[src/verilog/tx_rst_types_pkg.sv]
/* Tx reset sequencer types */

`default_nettype none

package tx_rst_types_pkg;

    // Transceiver lanes served by one sequencer
    localparam int NUM_LANES = 4;

    // One bit per lane
    typedef logic [NUM_LANES-1:0] lane_vec_t;

    // Tx clock divider rate code
    typedef logic [2:0] ckdiv_t;

    // Lane reset sequence
    typedef enum logic [2:0] {
        ST_PWRDN     = 3'd0,
        ST_WAIT_LOCK = 3'd1,
        ST_LANE_SYNC = 3'd2,
        ST_PMA_RST   = 3'd3,
        ST_PCS_RST   = 3'd4,
        ST_DONE      = 3'd5,
        ST_RATE_CHG  = 3'd6
    } lane_state_t;

endpackage

`default_nettype wire

[src/verilog/tx_rst_timing_pkg.sv]
/* Tx reset step timing */

`default_nettype none

package tx_rst_timing_pkg;

    typedef logic [7:0] tmr_t;

    // Step lengths in clk cycles
    localparam tmr_t PD_RELEASE_CYCLES  = 8'd16;
    localparam tmr_t LANE_SYNC_CYCLES   = 8'd8;
    localparam tmr_t PMA_RST_CYCLES     = 8'd16;
    localparam tmr_t PCS_RST_CYCLES     = 8'd8;
    localparam tmr_t RATE_SETTLE_CYCLES = 8'd8;

endpackage

`default_nettype wire

[src/verilog/hsst_tx_lane_if.sv]
/* Tx lane control bundle */

`timescale 1ns/1ps
`default_nettype none

interface hsst_tx_lane_if import tx_rst_types_pkg::*; ();

    // Power-downs, active high
    logic   pd_clkpath;
    logic   pd_driver;
    logic   pd_piso;
    ckdiv_t tx_rate;
    logic   pma_rst;
    logic   pcs_rst;
    // Toward the PLL0 combine
    logic   lane_sync;
    logic   rate_change_on;

    modport fsm (
        output pd_clkpath, pd_driver, pd_piso, tx_rate,
        output pma_rst, pcs_rst, lane_sync, rate_change_on
    );

    modport mon (
        input pd_clkpath, pd_driver, pd_piso, tx_rate,
        input pma_rst, pcs_rst, lane_sync, rate_change_on
    );

endinterface

`default_nettype wire

[src/verilog/lane_input_cond.sv]
/* Lane input conditioning */

`timescale 1ns/1ps
`default_nettype none

module lane_input_cond #(
    parameter int LOCK_DEB_CYCLES = 2048
) (
    input  wire  clk,
    input  wire  i_pll_done_0,
    input  wire  i_txlane_rst,
    input  wire  i_pll_lock_tx,
    input  wire  i_tx_rate_chng,
    output logic o_lane_rstn,
    output logic o_lock_deb,
    output logic o_rate_req
);

    localparam int DEB_W = $clog2(LOCK_DEB_CYCLES);
    localparam logic [DEB_W-1:0] DEB_LAST = DEB_W'(LOCK_DEB_CYCLES - 1);

    wire              rst_async_n;
    logic             rst_meta;
    logic             lock_meta;
    logic             lock_s;
    logic             rate_meta;
    logic [DEB_W-1:0] deb_cnt;

    // Asserts at once, releases two clocks later
    assign rst_async_n = i_pll_done_0 & ~i_txlane_rst;

    always_ff @(posedge clk or negedge rst_async_n) begin
        if (!rst_async_n) begin
            rst_meta    <= 1'b0;
            o_lane_rstn <= 1'b0;
        end else begin
            rst_meta    <= 1'b1;
            o_lane_rstn <= rst_meta;
        end
    end

    always_ff @(posedge clk or negedge o_lane_rstn) begin
        if (!o_lane_rstn) begin
            lock_meta  <= 1'b0;
            lock_s     <= 1'b0;
            rate_meta  <= 1'b0;
            o_rate_req <= 1'b0;
        end else begin
            lock_meta  <= i_pll_lock_tx;
            lock_s     <= lock_meta;
            rate_meta  <= i_tx_rate_chng;
            o_rate_req <= rate_meta;
        end
    end

    // Lock must hold for the full count, any drop restarts it
    always_ff @(posedge clk or negedge o_lane_rstn) begin
        if (!o_lane_rstn) begin
            deb_cnt    <= '0;
            o_lock_deb <= 1'b0;
        end else if (!lock_s) begin
            deb_cnt    <= '0;
            o_lock_deb <= 1'b0;
        end else if (deb_cnt == DEB_LAST) begin
            o_lock_deb <= 1'b1;
        end else begin
            deb_cnt <= deb_cnt + 1'b1;
        end
    end

    // Rises only once the synchronized lock has held for the full count
    a_deb_hold_time : assert property (
        @(posedge clk) disable iff (!o_lane_rstn)
        $rose(o_lock_deb) |-> $past(lock_s, LOCK_DEB_CYCLES)
    );

endmodule

`default_nettype wire

[src/verilog/txlane_rst_fsm.sv]
/* Tx lane reset state machine */

`timescale 1ns/1ps
`default_nettype none

module txlane_rst_fsm import tx_rst_types_pkg::*, tx_rst_timing_pkg::*; #(
    parameter ckdiv_t DEFAULT_CKDIV = '0
) (
    input  wire            clk,
    input  wire            i_rst_n,
    input  wire            i_lock_deb,
    input  wire            i_rate_req,
    input  wire ckdiv_t    i_txckdiv,
    output logic           o_txlane_done,
    output logic           o_txckdiv_done,
    hsst_tx_lane_if.fsm    lane
);

    lane_state_t state;
    tmr_t        tmr;
    tmr_t        step_len;
    logic        step_end;
    logic        rate_req_q;
    logic        rate_rise;
    logic        lock_lost;
    ckdiv_t      new_rate;

    ////////////////////////////////////////
    // Step timing
    ////////////////////////////////////////

    always_comb begin
        unique case (state)
            ST_PWRDN:     step_len = PD_RELEASE_CYCLES;
            ST_LANE_SYNC: step_len = LANE_SYNC_CYCLES;
            ST_PMA_RST:   step_len = PMA_RST_CYCLES;
            ST_PCS_RST:   step_len = PCS_RST_CYCLES;
            ST_RATE_CHG:  step_len = RATE_SETTLE_CYCLES;
            default:      step_len = '0;
        endcase
    end

    assign step_end  = (tmr == tmr_t'(step_len - 8'd1));
    assign rate_rise = i_rate_req & ~rate_req_q;
    // Only counts once the lane has seen lock
    assign lock_lost = !i_lock_deb && (state != ST_PWRDN) && (state != ST_WAIT_LOCK);

    // New rate waits here until the settle time is over
    always_ff @(posedge clk) begin
        if ((state == ST_DONE) && rate_rise) begin
            new_rate <= i_txckdiv;
        end
    end

    ////////////////////////////////////////
    // Sequence
    ////////////////////////////////////////

    always_ff @(posedge clk or negedge i_rst_n) begin
        if (!i_rst_n) begin
            state               <= ST_PWRDN;
            tmr                 <= '0;
            rate_req_q          <= 1'b0;
            lane.pd_clkpath     <= 1'b1;
            lane.pd_driver      <= 1'b1;
            lane.pd_piso        <= 1'b1;
            lane.tx_rate        <= DEFAULT_CKDIV;
            lane.pma_rst        <= 1'b1;
            lane.pcs_rst        <= 1'b1;
            lane.lane_sync      <= 1'b0;
            lane.rate_change_on <= 1'b1;
            o_txlane_done       <= 1'b0;
            o_txckdiv_done      <= 1'b0;
        end else begin
            rate_req_q <= i_rate_req;
            if (lock_lost) begin
                // Power stays up and the rate is kept
                state               <= ST_WAIT_LOCK;
                tmr                 <= '0;
                lane.pma_rst        <= 1'b1;
                lane.pcs_rst        <= 1'b1;
                lane.lane_sync      <= 1'b0;
                lane.rate_change_on <= 1'b1;
                o_txlane_done       <= 1'b0;
            end else begin
                unique case (state)
                    ST_PWRDN: begin
                        if (step_end) begin
                            lane.pd_clkpath <= 1'b0;
                            lane.pd_driver  <= 1'b0;
                            lane.pd_piso    <= 1'b0;
                            tmr             <= '0;
                            state           <= ST_WAIT_LOCK;
                        end else begin
                            tmr <= tmr + 1'b1;
                        end
                    end
                    ST_WAIT_LOCK: begin
                        if (i_lock_deb) begin
                            lane.lane_sync <= 1'b1;
                            tmr            <= '0;
                            state          <= ST_LANE_SYNC;
                        end
                    end
                    ST_LANE_SYNC: begin
                        if (step_end) begin
                            lane.lane_sync <= 1'b0;
                            tmr            <= '0;
                            state          <= ST_PMA_RST;
                        end else begin
                            tmr <= tmr + 1'b1;
                        end
                    end
                    ST_PMA_RST: begin
                        if (step_end) begin
                            lane.pma_rst <= 1'b0;
                            tmr          <= '0;
                            state        <= ST_PCS_RST;
                        end else begin
                            tmr <= tmr + 1'b1;
                        end
                    end
                    ST_PCS_RST: begin
                        if (step_end) begin
                            lane.pcs_rst  <= 1'b0;
                            o_txlane_done <= 1'b1;
                            tmr           <= '0;
                            state         <= ST_DONE;
                        end else begin
                            tmr <= tmr + 1'b1;
                        end
                    end
                    ST_DONE: begin
                        if (rate_rise) begin
                            lane.pcs_rst        <= 1'b1;
                            lane.rate_change_on <= 1'b0;
                            o_txlane_done       <= 1'b0;
                            o_txckdiv_done      <= 1'b0;
                            tmr                 <= '0;
                            state               <= ST_RATE_CHG;
                        end
                    end
                    ST_RATE_CHG: begin
                        if (step_end) begin
                            lane.tx_rate        <= new_rate;
                            lane.rate_change_on <= 1'b1;
                            o_txckdiv_done      <= 1'b1;
                            tmr                 <= '0;
                            state               <= ST_PCS_RST;
                        end else begin
                            tmr <= tmr + 1'b1;
                        end
                    end
                    default: begin
                        tmr   <= '0;
                        state <= ST_PWRDN;
                    end
                endcase
            end
        end
    end

    a_pcs_after_pma : assert property (
        @(posedge clk) disable iff (!i_rst_n)
        lane.pma_rst |-> lane.pcs_rst
    );

    a_done_out_of_rst : assert property (
        @(posedge clk) disable iff (!i_rst_n)
        o_txlane_done |-> (!lane.pma_rst && !lane.pcs_rst)
    );

endmodule

`default_nettype wire

[src/verilog/pll_sync_combine.sv]
/* PLL0 sync and rate-change combine */

`timescale 1ns/1ps
`default_nettype none

module pll_sync_combine import tx_rst_types_pkg::*; #(
    parameter lane_vec_t LANE_ENABLE = '1
) (
    input  wire            clk,
    input  wire            i_pll_done_0,
    input  wire lane_vec_t i_lane_sync,
    input  wire lane_vec_t i_rate_change_on,
    output logic           o_lane_sync,
    output logic           o_rate_change_tclk_on
);

    wire  sync_any;
    wire  rc_all;
    logic sync_ff;
    logic rc_ff;

    // Removed lanes count as idle: no sync, clock on
    assign sync_any = |(i_lane_sync & LANE_ENABLE);
    assign rc_all   = &(i_rate_change_on | ~LANE_ENABLE);

    always_ff @(posedge clk or negedge i_pll_done_0) begin
        if (!i_pll_done_0) begin
            sync_ff               <= 1'b0;
            o_lane_sync           <= 1'b0;
            rc_ff                 <= 1'b1;
            o_rate_change_tclk_on <= 1'b1;
        end else begin
            sync_ff               <= sync_any;
            o_lane_sync           <= sync_ff;
            rc_ff                 <= rc_all;
            o_rate_change_tclk_on <= rc_ff;
        end
    end

endmodule

`default_nettype wire

[src/verilog/tx_rst_top.sv]
/* Tx reset sequencer top */

`timescale 1ns/1ps
`default_nettype none

module tx_rst_top import tx_rst_types_pkg::*; #(
    parameter lane_vec_t LANE_ENABLE     = '1,
    parameter int        LOCK_DEB_CYCLES = 2048,
    parameter ckdiv_t    DEFAULT_CKDIV   = '0
) (
    input  wire                           clk,
    input  wire                           i_pll_done_0,
    input  wire lane_vec_t                i_txlane_rst,
    input  wire lane_vec_t                i_tx_rate_chng,
    input  wire lane_vec_t                i_pll_lock_tx,
    input  wire ckdiv_t [NUM_LANES-1:0]   i_txckdiv,
    output wire lane_vec_t                o_txlane_done,
    output wire lane_vec_t                o_txckdiv_done,
    output wire lane_vec_t                o_tx_pd_clkpath,
    output wire lane_vec_t                o_tx_pd_driver,
    output wire lane_vec_t                o_tx_pd_piso,
    output wire ckdiv_t [NUM_LANES-1:0]   o_tx_rate,
    output wire lane_vec_t                o_tx_pma_rst,
    output wire lane_vec_t                o_pcs_tx_rst,
    output wire                           o_lane_sync,
    output wire                           o_rate_change_tclk_on
);

    wire lane_vec_t lane_sync;
    wire lane_vec_t rate_change_on;

    ////////////////////////////////////////
    // Lanes
    ////////////////////////////////////////

    for (genvar ln = 0; ln < NUM_LANES; ln++) begin : g_lane
        if (LANE_ENABLE[ln]) begin : g_on
            wire lane_rstn;
            wire lock_deb;
            wire rate_req;

            hsst_tx_lane_if lane_if ();

            lane_input_cond #(
                .LOCK_DEB_CYCLES (LOCK_DEB_CYCLES)
            ) u_cond (
                .clk            (clk),
                .i_pll_done_0   (i_pll_done_0),
                .i_txlane_rst   (i_txlane_rst[ln]),
                .i_pll_lock_tx  (i_pll_lock_tx[ln]),
                .i_tx_rate_chng (i_tx_rate_chng[ln]),
                .o_lane_rstn    (lane_rstn),
                .o_lock_deb     (lock_deb),
                .o_rate_req     (rate_req)
            );

            txlane_rst_fsm #(
                .DEFAULT_CKDIV (DEFAULT_CKDIV)
            ) u_fsm (
                .clk            (clk),
                .i_rst_n        (lane_rstn),
                .i_lock_deb     (lock_deb),
                .i_rate_req     (rate_req),
                .i_txckdiv      (i_txckdiv[ln]),
                .o_txlane_done  (o_txlane_done[ln]),
                .o_txckdiv_done (o_txckdiv_done[ln]),
                .lane           (lane_if)
            );

            assign o_tx_pd_clkpath[ln] = lane_if.pd_clkpath;
            assign o_tx_pd_driver[ln]  = lane_if.pd_driver;
            assign o_tx_pd_piso[ln]    = lane_if.pd_piso;
            assign o_tx_rate[ln]       = lane_if.tx_rate;
            assign o_tx_pma_rst[ln]    = lane_if.pma_rst;
            assign o_pcs_tx_rst[ln]    = lane_if.pcs_rst;
            assign lane_sync[ln]       = lane_if.lane_sync;
            assign rate_change_on[ln]  = lane_if.rate_change_on;
        end else begin : g_off
            // Lane held powered down and in reset
            assign o_txlane_done[ln]   = 1'b0;
            assign o_txckdiv_done[ln]  = 1'b0;
            assign o_tx_pd_clkpath[ln] = 1'b1;
            assign o_tx_pd_driver[ln]  = 1'b1;
            assign o_tx_pd_piso[ln]    = 1'b1;
            assign o_tx_rate[ln]       = DEFAULT_CKDIV;
            assign o_tx_pma_rst[ln]    = 1'b1;
            assign o_pcs_tx_rst[ln]    = 1'b1;
            assign lane_sync[ln]       = 1'b0;
            assign rate_change_on[ln]  = 1'b1;
        end
    end

    ////////////////////////////////////////
    // PLL0 flags
    ////////////////////////////////////////

    pll_sync_combine #(
        .LANE_ENABLE (LANE_ENABLE)
    ) u_pll0_combine (
        .clk                   (clk),
        .i_pll_done_0          (i_pll_done_0),
        .i_lane_sync           (lane_sync),
        .i_rate_change_on      (rate_change_on),
        .o_lane_sync           (o_lane_sync),
        .o_rate_change_tclk_on (o_rate_change_tclk_on)
    );

endmodule

`default_nettype wire

[config.mk]
export PLATFORM = sky130hd
export DESIGN_NAME = tx_rst_top
export DESIGN_NICKNAME = d
export VERILOG_FILES = /design/src/verilog/tx_rst_types_pkg.sv /design/src/verilog/tx_rst_timing_pkg.sv /design/src/verilog/hsst_tx_lane_if.sv /design/src/verilog/lane_input_cond.sv /design/src/verilog/txlane_rst_fsm.sv /design/src/verilog/pll_sync_combine.sv /design/src/verilog/tx_rst_top.sv
export SDC_FILE = /design/constraint.sdc
export NUM_CORES = 1
export LEC_CHECK = 0
export BUFFER_PORTS_ARGS = -buffer_cell sky130_fd_sc_hd__clkbuf_2
export CORE_MARGIN = 4
export CORE_UTILIZATION = 45
export DETAILED_ROUTE_END_ITERATION = 10
export GPL_TIMING_DRIVEN = 0
export PLACE_DENSITY = 0.74
export SLEW_MARGIN = 5
export SYNTH_ARGS = -nofsm -noshare
export SYNTH_HDL_FRONTEND = slang
export SYNTH_SLANG_ARGS = --single-unit
export TNS_END_PERCENT = 50
[constraint.sdc]
create_clock -name clk -period 1.1 [get_ports clk]
set_input_delay 0.165 -clock clk [delete_from_list [all_inputs] [get_ports clk]]
set_output_delay 0.165 -clock clk [all_outputs]
set_load 0.03 [all_outputs]
==> flow_summary.ini <==
[timing]
setup_violations = 185
hold_viol = 0
fmax_ghz = 0.361
slew_violations = 0
setup_ws_ns = -1.67
fin_worst_skew_ns = 0.0126
fin_setup_tns_ns = -131.31
layout_min_cycle_time_ns = 2.77
fin_crit_sh_pct = 252
holdWs_ns = 0.122
tightest_slew_ns = 0.815
rsz0062_at_grt = yes
slew_headroom_pct = 45.3

[placed_design]
place_ws_ns = -1.89
gpl.final_weighted_congestion = 0.826
dp.cells = 1112
port_buffers = 67
dp_hpwl_um = 12000
placed_area_um2 = 9670

[cts]
root_buffer = clkbuf_16
path_clk_slew_ns = 0.07
clk_latency_ns = 0.43
cts_sinks = 176
cts_tree = built
htreeDepth = 4
numCtsBuffers = 17
cts.path.max_buffers = 2

[floorplan]
start_util_pct = 46.5
ioPinCount = 68
core-area_um2 = 18200
die_x_um = 145
die_area_um2 = 21100
die_h_um = 145
rows = 49

[yosys]
synth_xor_area_share_pct = 3.83
synth_top_area_share_pct = 43.2
synth_common_cells = dfrtp_1 (146), nand2_1 (70), nor2_1 (56)
synth-simple-area-share_pct = 18.4
synth_largest_area_cell = dfrtp_1
synth_area_leaders = dfrtp_1 (43%), dfstp_2 (5.6%), edfxtp_1 (4.3%)
synth_edf_count = 12
async_flop_share_pct = 93.2
synth_compound_area_share_pct = 15.4
yosysMostFrequentCell = dfrtp_1
synthCells = 812
syn-cell-area_um2 = 8460
synth_top_family_by_area = simple AND/OR/NAND/NOR gates
ys_warn_count = 0
muxShareOfSynthArea_pct = 2.68
synth_area_per_cell_um2 = 10.4
synth_seq_area_share_pct = 53.0
yosys.area_share.adder_pct = 1.77
synth_top_flop_cell = dfrtp_1
yosysUniqueCellTypes = 70
ys_seq_elements = 176

[setup_path]
critPathLaunch = g_lane[0].g_on.u_fsm.state[0]
crit_path_end_kind = flop
critPathKind = flop to flop
cp-start-kind = flop
crit_arrival_ns = 3.09
rr_startpoint = g_lane[0].g_on.u_fsm.state[0]
path_max_fanout = 3
cp_data_required_time_ns = 1.42

[run]
cap_violations = 0

[final_layout]
final_core_util_pct = 70.4
fin_nets = 1075
antennaDiodeCount = 0
layout-drive-gt1-share_pct = 46.8
fin_area_um2 = 12800
layoutNonFillerInstCount = 1279
area_growth_pct = 51.4

[detailed_routing]
first_pass_iters = 5
wl_um = 22400
ant_nets = 0
post_drt_wl_per_cell_um = 17.5
vias = 7156
viasPerCell = 5.59
drt_first_iter_violations = 389
drc = 0

[pwr]
p_leak_nw = 5.57
p_total_mw = 13.7
ir_drop_mv = 1.01
power_density_nw_per_um2 = 1070

[global_route]
antenna_found_initial = 0
grt_pass1_vias = 7007
grt_pass1_wl_um = 34400
track_usage_pct = 19.5
grt_max_degree = 39
grt-ovfl-total = 0

[outcome]
status = finished, violations left
violations = negative setup slack

[hold_path]
hp-class = primary input to async pin
## power by group
part / leakage, nW / switching [mW] / internal, mW
Combinational: 3.06 / 0.184 / 0.218
Sequential: 2.20 / 0.148 / 6.63
Clock: 0.315 / 2.47 / 4.05
Total: 5.57 / 2.80 / 10.9
## per-layer routing
metal  GRT usage (%)  share of wire [%]
met5               0                  0
met4            7.08                2.6
met1            24.6                 43
met2            33.1                 51
met3            4.24                4.1
## final cells by class
| cell class | instances | area [um2] |
|---|---|---|
| Buffer | 51 | 518 |
| Clock buffer | 22 | 485 |
| Clock inverter | 10 | 156 |
| Fill cell | 1170 | 5390 |
| Inverter | 25 | 130 |
| Multi-Input combinational cell | 558 | 4740 |
| Sequential cell | 176 | 4520 |
| Tap cell | 229 | 287 |
| Timing Repair Buffer | 208 | 1990 |
## registers in the layout, summed over array words and instances, names as in the netlist, 12 cells and up
name / cells
g_lane.g_on.u_fsm.state: 12
g_lane.g_on.u_fsm.new_rate: 12
g_lane.g_on.u_cond.deb_cnt: 44
g_lane.g_on.u_fsm.lane.tx_rate: 12
g_lane.g_on.u_fsm.tmr: 32
## critical path: stages (launching register included)
cell,delay (ns)
dfrtp_2,0.44
nor2b_4,0.15
or3_1,0.34
ha_2,0.19
or4_4,0.42
a211oi_4,0.29
nor4b_4,0.31
nand2_2,0.17
mux2_4,0.36
## cell usage in the layout, fill, tap and decap left out, types with 8 or more instances in the layout
| cell | n |
|---|---|
| a21o_1 | 8 |
| a21oi_1 | 24 |
| a21oi_2 | 22 |
| a31oi_1 | 16 |
| and2_1 | 10 |
| and3_1 | 11 |
| buf_4 | 82 |
| buf_6 | 85 |
| buf_8 | 26 |
| clkbuf_1 | 10 |
| clkbuf_16 | 20 |
| clkbuf_2 | 25 |
| dfrtp_1 | 128 |
| dfrtp_2 | 15 |
| dfstp_2 | 18 |
| dlygate4sd3_1 | 25 |
| edfxtp_1 | 12 |
| inv_1 | 17 |
| mux2_4 | 9 |
| mux2i_1 | 8 |
| nand2_1 | 51 |
| nand2_2 | 11 |
| nand2_4 | 9 |
| nand2b_1 | 8 |
| nand3_1 | 21 |
| nand4_1 | 13 |
| nor2_1 | 43 |
| nor2_4 | 8 |
| nor2b_1 | 16 |
| o21ai_0 | 19 |
| o21ai_1 | 12 |
| o21ai_2 | 8 |
| or3_1 | 9 |
| xnor2_1 | 19 |
| xor2_1 | 12 |
## cell families (layout without fill, tap and decap cells)
family	after synthesis	count (layout)
other	1	4
XOR/XNOR	37	37
multiplexers	21	21
flip-flops	176	176
AO/OA/AOI/OAI	194	195
adder cells (fa/ha/maj)	12	12
buffers and inverters	82	316
AND/OR/NAND/NOR	289	289
## final timing paths
kind / to / slack (ns) / depth (start not counted)
worst min-delay path: u_pll0_combine.o_lane_sync / 0.12 / 2
max in group asynchronous: g_lane[1].g_on.u_fsm.state[1] / 0.42 / 0
worst max register to register: g_lane[0].g_on.u_fsm.lane.tx_rate[0] / -1.67 / 8
worst max-delay path: g_lane[0].g_on.u_fsm.lane.tx_rate[0] / -1.67 / 8
worst min register to register: g_lane[2].g_on.u_fsm.o_txlane_done / 0.23 / 1
min in group clk: g_lane[1].g_on.u_cond.o_lane_rstn / 0.34 / 0
## repair_timing
action	4_1_cts	5_1_grt
hold buffers	25	0
hold endpoints to repair	32	0
pin swaps	55	70
resized for setup	232	142
setup endpoints to repair	186	220
setup buffers	67	55
gates cloned	0	2
(Power assumes the default switching activity.)
